==> config.mk <==
export PLATFORM = sky130hd
export DESIGN_NAME = fc_lcc_svc_top
export DESIGN_NICKNAME = d
export VERILOG_FILES = /design/src/source/fc_lcc_svc_pkg.sv /design/src/source/svc_override_regs.sv /design/src/source/svc_reset_pulser.sv /design/src/source/svc_clk_req.sv /design/src/source/svc_bus_fault.sv /design/src/source/fc_lcc_svc_top.sv
export SDC_FILE = /design/constraint.sdc
export NUM_CORES = 1
export LEC_CHECK = 0
export BUFFER_PORTS_ARGS = -buffer_cell sky130_fd_sc_hd__buf_2
export CORE_AREA = 2 2 84 86
export CTS_BUF_LIST = sky130_fd_sc_hd__clkbuf_16
export DETAILED_ROUTE_END_ITERATION = 7
export DIE_AREA = 0 0 86 88
export PLACE_DENSITY = 0.69
export SYNTH_ARGS = -nofsm -noshare
export SYNTH_HDL_FRONTEND = slang
export SYNTH_SLANG_ARGS = --single-unit
export TNS_END_PERCENT = 50
==> constraint.sdc <==
create_clock -name clk -period 3.4 [get_ports clk]
set_clock_uncertainty 0.15 [all_clocks]
set_input_delay 0.51 -clock clk [delete_from_list [all_inputs] [get_ports clk]]
set_output_delay 0.51 -clock clk [all_outputs]
set_load 0.01 [all_outputs]
==> src/source/fc_lcc_svc_pkg.sv <==
// fuse controller / lifecycle controller test service package
// service opcodes, override encodings, fault addresses and hold length
// shared by the command decoder, the pulser, the clock requester and the top

package fc_lcc_svc_pkg;

  // ----------------------------------------------------------------------
  // service command opcodes
  // ----------------------------------------------------------------------
  typedef enum logic [7:0] {
    // axi user override on the fuse controller write port
    FORCE_AWUSER_CORE = 8'h01,
    FORCE_AWUSER_MCU  = 8'h02,
    RELEASE_AWUSER    = 8'h03,
    // zeroization override group
    ZEROIZE_SET       = 8'h04,
    ZEROIZE_CLEAR     = 8'h05,
    RELEASE_ZEROIZE   = 8'h06,
    // escalation triggers
    FC_ESCALATE       = 8'h07,
    LC_ESC0_SET       = 8'h08,
    LC_ESC1_SET       = 8'h09,
    LC_ESC0_REL       = 8'h0a,
    LC_ESC1_REL       = 8'h0b,
    // fuse/lifecycle sub-reset pulse
    FC_LCC_RESET      = 8'h10,
    // external clock frequency requests
    CLK_160           = 8'h11,
    CLK_400           = 8'h12,
    CLK_500           = 8'h13,
    CLK_1000          = 8'h14,
    // write data corruption enables, sticky until reset
    FC_BUS_FAULT      = 8'h15,
    LCC_BUS_FAULT     = 8'h16,
    // lifecycle assertion control
    SVA_DISABLE       = 8'h17,
    SVA_ENABLE        = 8'h18
  } svc_cmd_e;

  // ----------------------------------------------------------------------
  // override encodings
  // ----------------------------------------------------------------------
  // awuser source picked by the override, none means no override
  typedef enum logic [1:0] {
    AWUSER_NONE = 2'd0,
    AWUSER_CORE = 2'd1,
    AWUSER_MCU  = 2'd2
  } awuser_sel_e;

  // on: zeroize asserted, rom mask all ones, scrap cleared
  // off: zeroize low, rom mask zero, scrap set
  typedef enum logic [1:0] {
    ZEROIZE_NONE = 2'd0,
    ZEROIZE_ON   = 2'd1,
    ZEROIZE_OFF  = 2'd2
  } zeroize_ovr_e;

  // requested external clock frequency
  typedef enum logic [1:0] {
    CLK_F160  = 2'd0,
    CLK_F400  = 2'd1,
    CLK_F500  = 2'd2,
    CLK_F1000 = 2'd3
  } clk_freq_e;

  // ----------------------------------------------------------------------
  // constants
  // ----------------------------------------------------------------------
  // fuse controller access-port write register
  localparam logic [31:0] FC_FAULT_ADDR  = 32'h7000_0068;
  // lifecycle transition register
  localparam logic [31:0] LCC_FAULT_ADDR = 32'h7000_0400;
  // sub-reset low time in clk cycles
  localparam int unsigned RST_HOLD_CYCLES = 11;

endpackage

==> src/source/svc_override_regs.sv <==
// service override register block
// decodes the service command strobe into registered override levels
// and the sticky bus fault enables for both write ports

module svc_override_regs (
  input  logic                         clk,
  input  logic                         cptra_rst_b,
  input  logic                         svc_cmd_valid_i,
  input  fc_lcc_svc_pkg::svc_cmd_e     svc_cmd_i,
  output fc_lcc_svc_pkg::awuser_sel_e  awuser_sel_o,
  output fc_lcc_svc_pkg::zeroize_ovr_e zeroize_ovr_o,
  output logic                         fc_esc_o,
  output logic                         lc_esc0_o,
  output logic                         lc_esc1_o,
  output logic                         sva_disable_o,
  output logic                         fc_bus_fault_en_o,
  output logic                         lcc_bus_fault_en_o
);

  import fc_lcc_svc_pkg::*;

  // override state
  awuser_sel_e  awuser_sel_q;
  zeroize_ovr_e zeroize_ovr_q;
  logic         fc_esc_q;
  logic         lc_esc0_q;
  logic         lc_esc1_q;
  logic         sva_disable_q;
  logic         fc_bus_fault_en_q;
  logic         lcc_bus_fault_en_q;

  // ----------------------------------------------------------------------
  // command decode
  // ----------------------------------------------------------------------
  always_ff @(posedge clk or negedge cptra_rst_b) begin
    if (!cptra_rst_b) begin
      awuser_sel_q       <= AWUSER_NONE;
      zeroize_ovr_q      <= ZEROIZE_NONE;
      fc_esc_q           <= 1'b0;
      lc_esc0_q          <= 1'b0;
      lc_esc1_q          <= 1'b0;
      sva_disable_q      <= 1'b0;
      fc_bus_fault_en_q  <= 1'b0;
      lcc_bus_fault_en_q <= 1'b0;
    end else if (svc_cmd_valid_i) begin
      case (svc_cmd_i)
        // awuser source override
        FORCE_AWUSER_CORE: begin
          awuser_sel_q <= AWUSER_CORE;
        end
        FORCE_AWUSER_MCU: begin
          awuser_sel_q <= AWUSER_MCU;
        end
        RELEASE_AWUSER: begin
          awuser_sel_q <= AWUSER_NONE;
        end
        // zeroization group moves as one
        ZEROIZE_SET: begin
          zeroize_ovr_q <= ZEROIZE_ON;
        end
        ZEROIZE_CLEAR: begin
          zeroize_ovr_q <= ZEROIZE_OFF;
        end
        RELEASE_ZEROIZE: begin
          zeroize_ovr_q <= ZEROIZE_NONE;
        end
        // fuse controller escalation has no release
        FC_ESCALATE: begin
          fc_esc_q <= 1'b1;
        end
        // lifecycle scrap escalations
        LC_ESC0_SET: begin
          lc_esc0_q <= 1'b1;
        end
        LC_ESC1_SET: begin
          lc_esc1_q <= 1'b1;
        end
        LC_ESC0_REL: begin
          lc_esc0_q <= 1'b0;
        end
        LC_ESC1_REL: begin
          lc_esc1_q <= 1'b0;
        end
        // bus faults stay armed until reset
        FC_BUS_FAULT: begin
          fc_bus_fault_en_q <= 1'b1;
        end
        LCC_BUS_FAULT: begin
          lcc_bus_fault_en_q <= 1'b1;
        end
        // lifecycle assertion gate
        SVA_DISABLE: begin
          sva_disable_q <= 1'b1;
        end
        SVA_ENABLE: begin
          sva_disable_q <= 1'b0;
        end
        default: begin
          // clock and reset opcodes belong to other blocks
        end
      endcase
    end
  end

  // outputs straight from the registers
  assign awuser_sel_o       = awuser_sel_q;
  assign zeroize_ovr_o      = zeroize_ovr_q;
  assign fc_esc_o           = fc_esc_q;
  assign lc_esc0_o          = lc_esc0_q;
  assign lc_esc1_o          = lc_esc1_q;
  assign sva_disable_o      = sva_disable_q;
  assign fc_bus_fault_en_o  = fc_bus_fault_en_q;
  assign lcc_bus_fault_en_o = lcc_bus_fault_en_q;

  // ----------------------------------------------------------------------
  // checks
  // ----------------------------------------------------------------------
  // awuser never takes the unused encoding
  a_awuser_legal: assert property (
    @(posedge clk) disable iff (!cptra_rst_b)
    awuser_sel_q inside {AWUSER_NONE, AWUSER_CORE, AWUSER_MCU}
  ) else $error("awuser_sel_o holds undefined encoding %0h", awuser_sel_q);

endmodule

==> src/source/svc_reset_pulser.sv <==
// fuse/lifecycle sub-reset pulser
// holds the sub-reset low for a fixed number of cycles after a reset command

module svc_reset_pulser (
  input  logic                     clk,
  input  logic                     cptra_rst_b,
  input  logic                     svc_cmd_valid_i,
  input  fc_lcc_svc_pkg::svc_cmd_e svc_cmd_i,
  output logic                     sub_rst_b_o
);

  import fc_lcc_svc_pkg::*;

  // last counter value of the hold window
  localparam logic [3:0] HOLD_LAST = 4'(RST_HOLD_CYCLES - 1);

  logic       busy_q;
  logic [3:0] cnt_q;
  logic       start;

  // a new command only counts while idle
  assign start = svc_cmd_valid_i && (svc_cmd_i == FC_LCC_RESET) && !busy_q;

  always_ff @(posedge clk or negedge cptra_rst_b) begin
    if (!cptra_rst_b) begin
      busy_q <= 1'b0;
      cnt_q  <= '0;
    end else if (start) begin
      busy_q <= 1'b1;
      cnt_q  <= '0;
    end else if (busy_q) begin
      if (cnt_q == HOLD_LAST) begin
        // window done, back to idle
        busy_q <= 1'b0;
        cnt_q  <= '0;
      end else begin
        cnt_q <= cnt_q + 4'd1;
      end
    end
  end

  // active low, low while busy
  assign sub_rst_b_o = ~busy_q;

  // counter stays inside the hold window
  a_cnt_range: assert property (
    @(posedge clk) disable iff (!cptra_rst_b)
    cnt_q <= HOLD_LAST
  ) else $error("reset hold counter out of range %0h", cnt_q);

  // once started the hold lasts exactly RST_HOLD_CYCLES cycles
  a_hold_len: assert property (
    @(posedge clk) disable iff (!cptra_rst_b)
    $rose(busy_q) |-> busy_q [*RST_HOLD_CYCLES] ##1 !busy_q
  ) else $error("sub-reset hold length wrong");

endmodule

==> src/source/svc_clk_req.sv <==
// external clock request
// keeps the requested frequency and raises a switch request that is
// gated by the bypass ack and drops once the switch has been seen

module svc_clk_req (
  input  logic                      clk,
  input  logic                      cptra_rst_b,
  input  logic                      svc_cmd_valid_i,
  input  fc_lcc_svc_pkg::svc_cmd_e  svc_cmd_i,
  input  logic                      clk_byp_ack_i,
  output fc_lcc_svc_pkg::clk_freq_e clk_sel_o,
  output logic                      clk_switch_req_o
);

  import fc_lcc_svc_pkg::*;

  clk_freq_e clk_sel_q;
  logic      ext_req_q;
  // decoded clock command
  logic      clk_cmd_hit;
  clk_freq_e clk_cmd_freq;

  // ----------------------------------------------------------------------
  // opcode to frequency
  // ----------------------------------------------------------------------
  always_comb begin
    clk_cmd_hit  = 1'b0;
    clk_cmd_freq = clk_sel_q;
    if (svc_cmd_valid_i) begin
      case (svc_cmd_i)
        CLK_160: begin
          clk_cmd_hit  = 1'b1;
          clk_cmd_freq = CLK_F160;
        end
        CLK_400: begin
          clk_cmd_hit  = 1'b1;
          clk_cmd_freq = CLK_F400;
        end
        CLK_500: begin
          clk_cmd_hit  = 1'b1;
          clk_cmd_freq = CLK_F500;
        end
        CLK_1000: begin
          clk_cmd_hit  = 1'b1;
          clk_cmd_freq = CLK_F1000;
        end
        default: begin
          // not a clock opcode
        end
      endcase
    end
  end

  // ----------------------------------------------------------------------
  // request register
  // ----------------------------------------------------------------------
  always_ff @(posedge clk or negedge cptra_rst_b) begin
    if (!cptra_rst_b) begin
      clk_sel_q <= CLK_F1000;
      ext_req_q <= 1'b0;
    end else if (clk_cmd_hit) begin
      // new command beats the clear
      clk_sel_q <= clk_cmd_freq;
      ext_req_q <= 1'b1;
    end else if (clk_switch_req_o) begin
      ext_req_q <= 1'b0;
    end
  end

  assign clk_sel_o        = clk_sel_q;
  assign clk_switch_req_o = ext_req_q & clk_byp_ack_i;

  // switch request needs the ack
  a_switch_needs_ack: assert property (
    @(posedge clk) disable iff (!cptra_rst_b)
    clk_switch_req_o |-> clk_byp_ack_i
  ) else $error("clk_switch_req_o high without clk_byp_ack_i");

endmodule

==> src/source/svc_bus_fault.sv <==
// write data bit-0 corruptor
// clears bit 0 of outgoing write data when armed and the write hits the
// target register, everything else passes through untouched

module svc_bus_fault #(
  parameter logic [31:0] TARGET_ADDR = 32'h0
) (
  input  logic        fault_en_i,
  input  logic        wr_i,
  input  logic [31:0] addr_i,
  input  logic [31:0] wdata_i,
  output logic [31:0] wdata_o
);

  // write that lands on the target while armed
  logic addr_match;
  logic fault_hit;

  assign addr_match = (addr_i == TARGET_ADDR);
  assign fault_hit  = fault_en_i & wr_i & addr_match;

  // upper bits always pass
  // bit 0 forced low on a hit, reads keep their data
  assign wdata_o = {wdata_i[31:1], wdata_i[0] & ~fault_hit};

endmodule

==> src/source/fc_lcc_svc_top.sv <==
// fuse controller / lifecycle controller test service top
// override registers, sub-reset pulser, clock requester and the two
// write data corruptors, all fed by the same command strobe

module fc_lcc_svc_top (
  input  logic                         clk,
  input  logic                         cptra_rst_b,
  // service command
  input  logic                         svc_cmd_valid_i,
  input  fc_lcc_svc_pkg::svc_cmd_e     svc_cmd_i,
  input  logic                         clk_byp_ack_i,
  // fuse controller write port
  input  logic                         fc_wr_i,
  input  logic [31:0]                  fc_addr_i,
  input  logic [31:0]                  fc_wdata_i,
  output logic [31:0]                  fc_wdata_o,
  // lifecycle controller write port
  input  logic                         lcc_wr_i,
  input  logic [31:0]                  lcc_addr_i,
  input  logic [31:0]                  lcc_wdata_i,
  output logic [31:0]                  lcc_wdata_o,
  // override levels
  output fc_lcc_svc_pkg::awuser_sel_e  awuser_sel_o,
  output fc_lcc_svc_pkg::zeroize_ovr_e zeroize_ovr_o,
  output logic                         fc_esc_o,
  output logic                         lc_esc0_o,
  output logic                         lc_esc1_o,
  output logic                         sva_disable_o,
  // sub-reset and clock control
  output logic                         sub_rst_b_o,
  output fc_lcc_svc_pkg::clk_freq_e    clk_sel_o,
  output logic                         clk_switch_req_o
);

  import fc_lcc_svc_pkg::*;

  // fault arming from the register block
  logic fc_bus_fault_en;
  logic lcc_bus_fault_en;

  // ----------------------------------------------------------------------
  // command consumers
  // ----------------------------------------------------------------------
  svc_override_regs u_override_regs (
    .clk                (clk),
    .cptra_rst_b        (cptra_rst_b),
    .svc_cmd_valid_i    (svc_cmd_valid_i),
    .svc_cmd_i          (svc_cmd_i),
    .awuser_sel_o       (awuser_sel_o),
    .zeroize_ovr_o      (zeroize_ovr_o),
    .fc_esc_o           (fc_esc_o),
    .lc_esc0_o          (lc_esc0_o),
    .lc_esc1_o          (lc_esc1_o),
    .sva_disable_o      (sva_disable_o),
    .fc_bus_fault_en_o  (fc_bus_fault_en),
    .lcc_bus_fault_en_o (lcc_bus_fault_en)
  );

  svc_reset_pulser u_reset_pulser (
    .clk             (clk),
    .cptra_rst_b     (cptra_rst_b),
    .svc_cmd_valid_i (svc_cmd_valid_i),
    .svc_cmd_i       (svc_cmd_i),
    .sub_rst_b_o     (sub_rst_b_o)
  );

  svc_clk_req u_clk_req (
    .clk              (clk),
    .cptra_rst_b      (cptra_rst_b),
    .svc_cmd_valid_i  (svc_cmd_valid_i),
    .svc_cmd_i        (svc_cmd_i),
    .clk_byp_ack_i    (clk_byp_ack_i),
    .clk_sel_o        (clk_sel_o),
    .clk_switch_req_o (clk_switch_req_o)
  );

  // ----------------------------------------------------------------------
  // write data corruptors
  // ----------------------------------------------------------------------
  // fuse controller dai write register
  svc_bus_fault #(
    .TARGET_ADDR (FC_FAULT_ADDR)
  ) u_fc_bus_fault (
    .fault_en_i (fc_bus_fault_en),
    .wr_i       (fc_wr_i),
    .addr_i     (fc_addr_i),
    .wdata_i    (fc_wdata_i),
    .wdata_o    (fc_wdata_o)
  );

  // lifecycle transition register
  svc_bus_fault #(
    .TARGET_ADDR (LCC_FAULT_ADDR)
  ) u_lcc_bus_fault (
    .fault_en_i (lcc_bus_fault_en),
    .wr_i       (lcc_wr_i),
    .addr_i     (lcc_addr_i),
    .wdata_i    (lcc_wdata_i),
    .wdata_o    (lcc_wdata_o)
  );

endmodule

Yosys cells after proc, flatten, opt, wreduce, memory -nomap -nowiden --
Cells that the tools add are included.
Cells by class: $add $sub $neg 1, eq/ne operators 23, multiplexer cells 16, bitwise logic cells 10, reductions and logical operators 21
Operators with widths (count):
- 8-bit by 5-bit == test with 1-bit output (second input constant) | 9
- 32-bit by 31-bit == test with 1-bit output (second input constant) | 2
- 8-bit by 3-bit == test with 1-bit output (second input constant) | 4
- 8-bit by 4-bit == test with 1-bit output (second input constant) | 4
- 8-bit by 2-bit == test with 1-bit output (second input constant) | 2
- 2-bit AND reduction | 8
- 4-bit two-way mux | 3
- 2-bit case mux with 3 select lines | 2
- 2-bit nonzero test | 5
- 8-bit by 1-bit == test with 1-bit output (second input constant) | 1
- 2-bit case mux with 4 select lines | 1
- 1-bit AND | 7
- 1-bit two-way mux | 7
- 1-bit case mux with 2 select lines | 3
- 3-bit nonzero test | 2
- 4-bit by 1-bit adder with 4-bit output (second input constant) | 1
- 4-bit == test (second input constant) | 1
- 4-bit nonzero test | 1
- 4-bit OR reduction | 1
- 1-bit inverter | 3
- 3-bit AND reduction | 1
- 1-bit logical AND | 2
- 1-bit logical NOT | 1
Storage, ports and cells: bits in registers 18, input port bits 142, logic and storage cells 83

Longest topological paths before layout --
word-level depth 5, gate-level depth with buffers 5, depth with buffers taken out 5

Modules after synthesis --
Synthesis repeated with hierarchy kept, for this count alone.
Second synthesis, totals: cell total of the unflattened synthesis 191, area, all modules 1732.9 µm²
Modules (own cells, without submodules):
- svc_override_regs | times used 1, cells an instance 53, area an instance 531.8 µm², sequential area each 250.2 µm²
- svc_bus_fault (u_fc_bus_fault) | times used 1, cells an instance 44, area an instance 354.1 µm², sequential area each 0.0 µm²
- svc_bus_fault (u_lcc_bus_fault) | times used 1, cells an instance 43, area an instance 326.6 µm², sequential area each 0.0 µm²
- svc_reset_pulser | times used 1, cells an instance 29, area an instance 302.8 µm², sequential area each 125.1 µm²
- svc_clk_req | times used 1, cells an instance 22, area an instance 217.7 µm², sequential area each 77.6 µm²

Least setup slack after synthesis --
No wires, ideal clock.
path kind input -> register, start in svc_cmd_i[5], end reg u_override_regs.lc_esc1_q (netlist: u_override_regs.lc_esc1_o), library setup time 80 ps, arrival 1628 ps, required time 3170 ps, path slack 1543 ps, stages 4, buffers on the path 1, path through or4b_4 -> buf_6 -> nor4b_4 -> mux2i_1
Between the ends: longest elaborated chain between the ends 3
Ends and longest elaborated chain:
- start, declared | line fc_lcc_svc_top.sv:10 | input fc_lcc_svc_pkg::svc_cmd_e svc_cmd_i,
- 8-bit by 4-bit == test with 1-bit output | line svc_override_regs.sv:46 | case (svc_cmd_i)
- 2-bit nonzero test (no line)
- 2-bit AND reduction (no line)
- end signal, assigned | line svc_override_regs.sv:41 | lc_esc1_q <= 1'b0;
- end signal, assigned | line svc_override_regs.sv:76 | lc_esc1_q <= 1'b1;
- end signal, assigned | line svc_override_regs.sv:82 | lc_esc1_q <= 1'b0;
- end, declared | line svc_override_regs.sv:27 | logic lc_esc1_q;
Several ways; a longest one is shown, not always the timed one. A chain may end at the register's enable or synchronous reset.

Final worst setup path --
start in fc_addr_i[0], end out fc_wdata_o[0]
Between the ends: longest elaborated chain between the ends 4
Ends and longest elaborated chain:
- start, declared | line fc_lcc_svc_top.sv:14 | input logic [31:0] fc_addr_i,
- 32-bit by 31-bit == test with 1-bit output | line svc_bus_fault.sv:19 | assign addr_match = (addr_i == TARGET_ADDR);
- 1-bit AND | line svc_bus_fault.sv:20 | assign fault_hit = fault_en_i & wr_i & addr_match;
- 1-bit inverter | line svc_bus_fault.sv:24 | assign wdata_o = {wdata_i[31:1], wdata_i[0] & ~fault_hit};
- 1-bit AND | line svc_bus_fault.sv:24
- end, declared | line fc_lcc_svc_top.sv:16 | output logic [31:0] fc_wdata_o,
Every way passes these cells.

==> impl_results.md <==
* Synth area leader: buf_4
* Final wirelength at between 4 and 5 mm
* Avg Inst Size Synth at about 9.1 µm²
* First-pass GRT wire length at 6.67 mm
* Starting Density at 0.245
* WS Path Type: in -> out
* PostCTS Resize Cnt at 0
* Total power at between 600 and 700 µW
* CP max FO at 1
* Gate count of the mapped netlist at around 180
* EDFF count, synth at 0
* Largest cells by area after synthesis: buf_4 (29%), dfrtp_1 (25%), nor4_1 (3.8%)
* CTS tree: built
* Row count at 30
* Final min period at around 2200 ps
* Fin crit share at 0.635
* Flops & latches, synth at 18
* Avg WL per Cell at 15.8 µm
* Worst Tran Pin Value at ~460 ps
* Final nets at 354
* Post-Route Setup TNS at 0 ps
* Vias in the first global route at approximately 1.4k
* Synthesized area at between 0.0015 and 0.002 mm²
* Fin. Hold Viols at 0
* GRT overflow at 0
* Area delta synth->final at 9.37%
* Critical Path RT at ~2700 ps
* Max frequency at 463 MHz
* Fillers at 704
* Share of cells above drive strength 1 at 0.502
* Clk buf depth at 2
* Clk root buf: clkbuf_16
* Gr usage total at 0.113
* Register area share after synthesis at 0.278
* Total clock sinks at 18
* Ys async rst share at 1.00
* IO buf count at between 90 and 100
* Max IR drop VDD at 0.000268 V
* Die Span Y at roughly 90 µm
* Largest net degree at the start of global routing at 19
* Width of the die at 86 µm
* Num ports at between 200 and 250
* Power per cell area at roughly 360 mW/mm²
* Inst Count DP at 285
* Clk slew on worst S/H paths at ~50 ps
* Synth top area share at 0.286
* Leak Pwr at 0.858 nW
* Setup Buffers After CTS at 0
* Final Slew Violations at 0
* GPL Wtd Cong at 0.755
* Iter 0 DRT Violations at 19
* Syn nets at 323
* Hold-fix buffers at CTS at 0
* Most common cell in the netlist: buf_4
* Syn. warnings at 0
* CP Launch Type: input port
* R2r worst-path depth at 5
* Worst skew pair latency at 250 ps
* RR Startpoint: u_reset_pulser.cnt_q[0]$_DFFE_PN0P_
* Vias at 1392
* Antenna violations before repair at 0
* Leading register cell type out of synthesis: dfrtp_1
* Final HPWL DP at 3.75 mm
* Outcome: completed
* Max-Cap Viols at 0
* 1st-pass router iterations at 4
* R2r setup slk at between 1500 and 2000 ps
* Critical path endpoint category: primary output
* Setup violations, final at 0
* Reg-to-Reg End: u_reset_pulser.busy_q$_DFF_PN0_
* Final Non-Filler Cells at roughly 290
* # diodes at 0
* H-Tree Depth at 1
* Core Box Area at approximately 0.0066 mm²
* Hold Path Class: in -> async
* Worst slew margin at 0.691
* Yosys cell types at 46
* CTS buffer count at 3
* Routed Antenna Nets at 0
* Die Area at ~0.0076 mm²
* Vias per Instance at roughly 4.8
* WP data arrival at approximately 1500 ps
* Unrepaired setup endpoints after global routing: no
* DRC Markers at 0
* Top cells by count, synth: buf_4 (62), dfrtp_1 (16), inv_1 (10), nor4_1 (10), nor2_1 (6)
==> worst max path at each step <==
stage,startpoint,to,slack [ps],cells after the start
finish,fc_addr_i[0],fc_wdata_o[0],1240,5
global route,fc_addr_i[0],fc_wdata_o[0],1170,5
CTS,fc_addr_i[0],fc_wdata_o[0],1190,5
detailed placement,fc_addr_i[0],fc_wdata_o[0],1190,5
global placement,fc_addr_i[0],fc_wdata_o[0],1220,5
floorplan,svc_cmd_i[5],u_override_regs.lc_esc1_o$_DFFE_PN0P_,1540,4
==> per-layer routing <==
metal,track usage,part of all wire
met4,0.0707,0.045
met3,0.0434,0.11
met5,0,0
met2,0.192,0.50
met1,0.117,0.35
==> through the flow <==
| stage | instance area [µm²] | util | setup WS [ps] | hold WS, ps |
|---|---|---|---|---|
| after floorplan | 1630 | - | 1540 | 64.4 |
| after global placement | 1700 | 0.256 | 1220 | 298 |
| after detailed placement | 1700 | 0.256 | 1190 | 314 |
| after CTS | 1780 | 0.268 | 1190 | 47.4 |
| after global routing | 1780 | 0.268 | 1170 | 59.5 |
| final | 1780 | 0.268 | 1240 | 31.6 |
==> report_power, final <==
part           switching [mW]  internal (mW)
Clock                  0.0792          0.156
Combinational          0.0693         0.0744
Sequential             0.0206          0.238
Total                   0.169          0.469
==> cell families after synthesis <==
family,Yosys count,synth area share
buf+inv,77,0.325
fa+ha+maj,2,0.0154
flops,18,0.278
simple gates,52,0.231
compound gates,27,0.134
xor+xnor,2,0.0108
mux,1,0.00614
==> flip-flops by register name (all words and copies together), names as in the netlist <==
signal and count:
u_clk_req.clk_sel_o 2, u_clk_req.ext_req_q 1, u_override_regs.awuser_sel_o 2, u_override_regs.fc_bus_fault_en_o 1
u_override_regs.fc_esc_o 1, u_override_regs.lc_esc0_o 1, u_override_regs.lc_esc1_o 1, u_override_regs.lcc_bus_fault_en_o 1
u_override_regs.sva_disable_o 1, u_override_regs.zeroize_ovr_o 2, u_reset_pulser.busy_q 1, u_reset_pulser.cnt_q 4
==> cell usage in the layout, fill, tap and decap left out, types with 3 or more instances in the layout <==
master and instances:
nand3_1 5, nand2_1 5, o2bb2ai_1 3, nand2b_1 3, buf_2 93, clkbuf_16 3
dfrtp_1 16, nor4_1 10, o31ai_1 4, nor4bb_1 3, inv_1 10, nand4_1 5
nor2_1 6
==> final cells by class <==
| class | count | area (µm²) | share of cell area |
|---|---|---|---|
| clock buffer | 3 | 75.1 | 0.0421 |
| inverter | 10 | 37.5 | 0.0211 |
| sequential | 18 | 453 | 0.254 |
| tap | 80 | 100 | 0.0562 |
| timing repair buffer | 93 | 465 | 0.261 |
| clock inverter | 1 | 3.75 | 0.00211 |
| multi-input combinational | 84 | 647 | 0.363 |
==> worst max-delay path: stages <==
cell and delay, ps:
buf_2 100, nor4b_1 300, nand4_1 170, o31a_1 270, buf_2 140
Power figures use the tool's default switching activity.
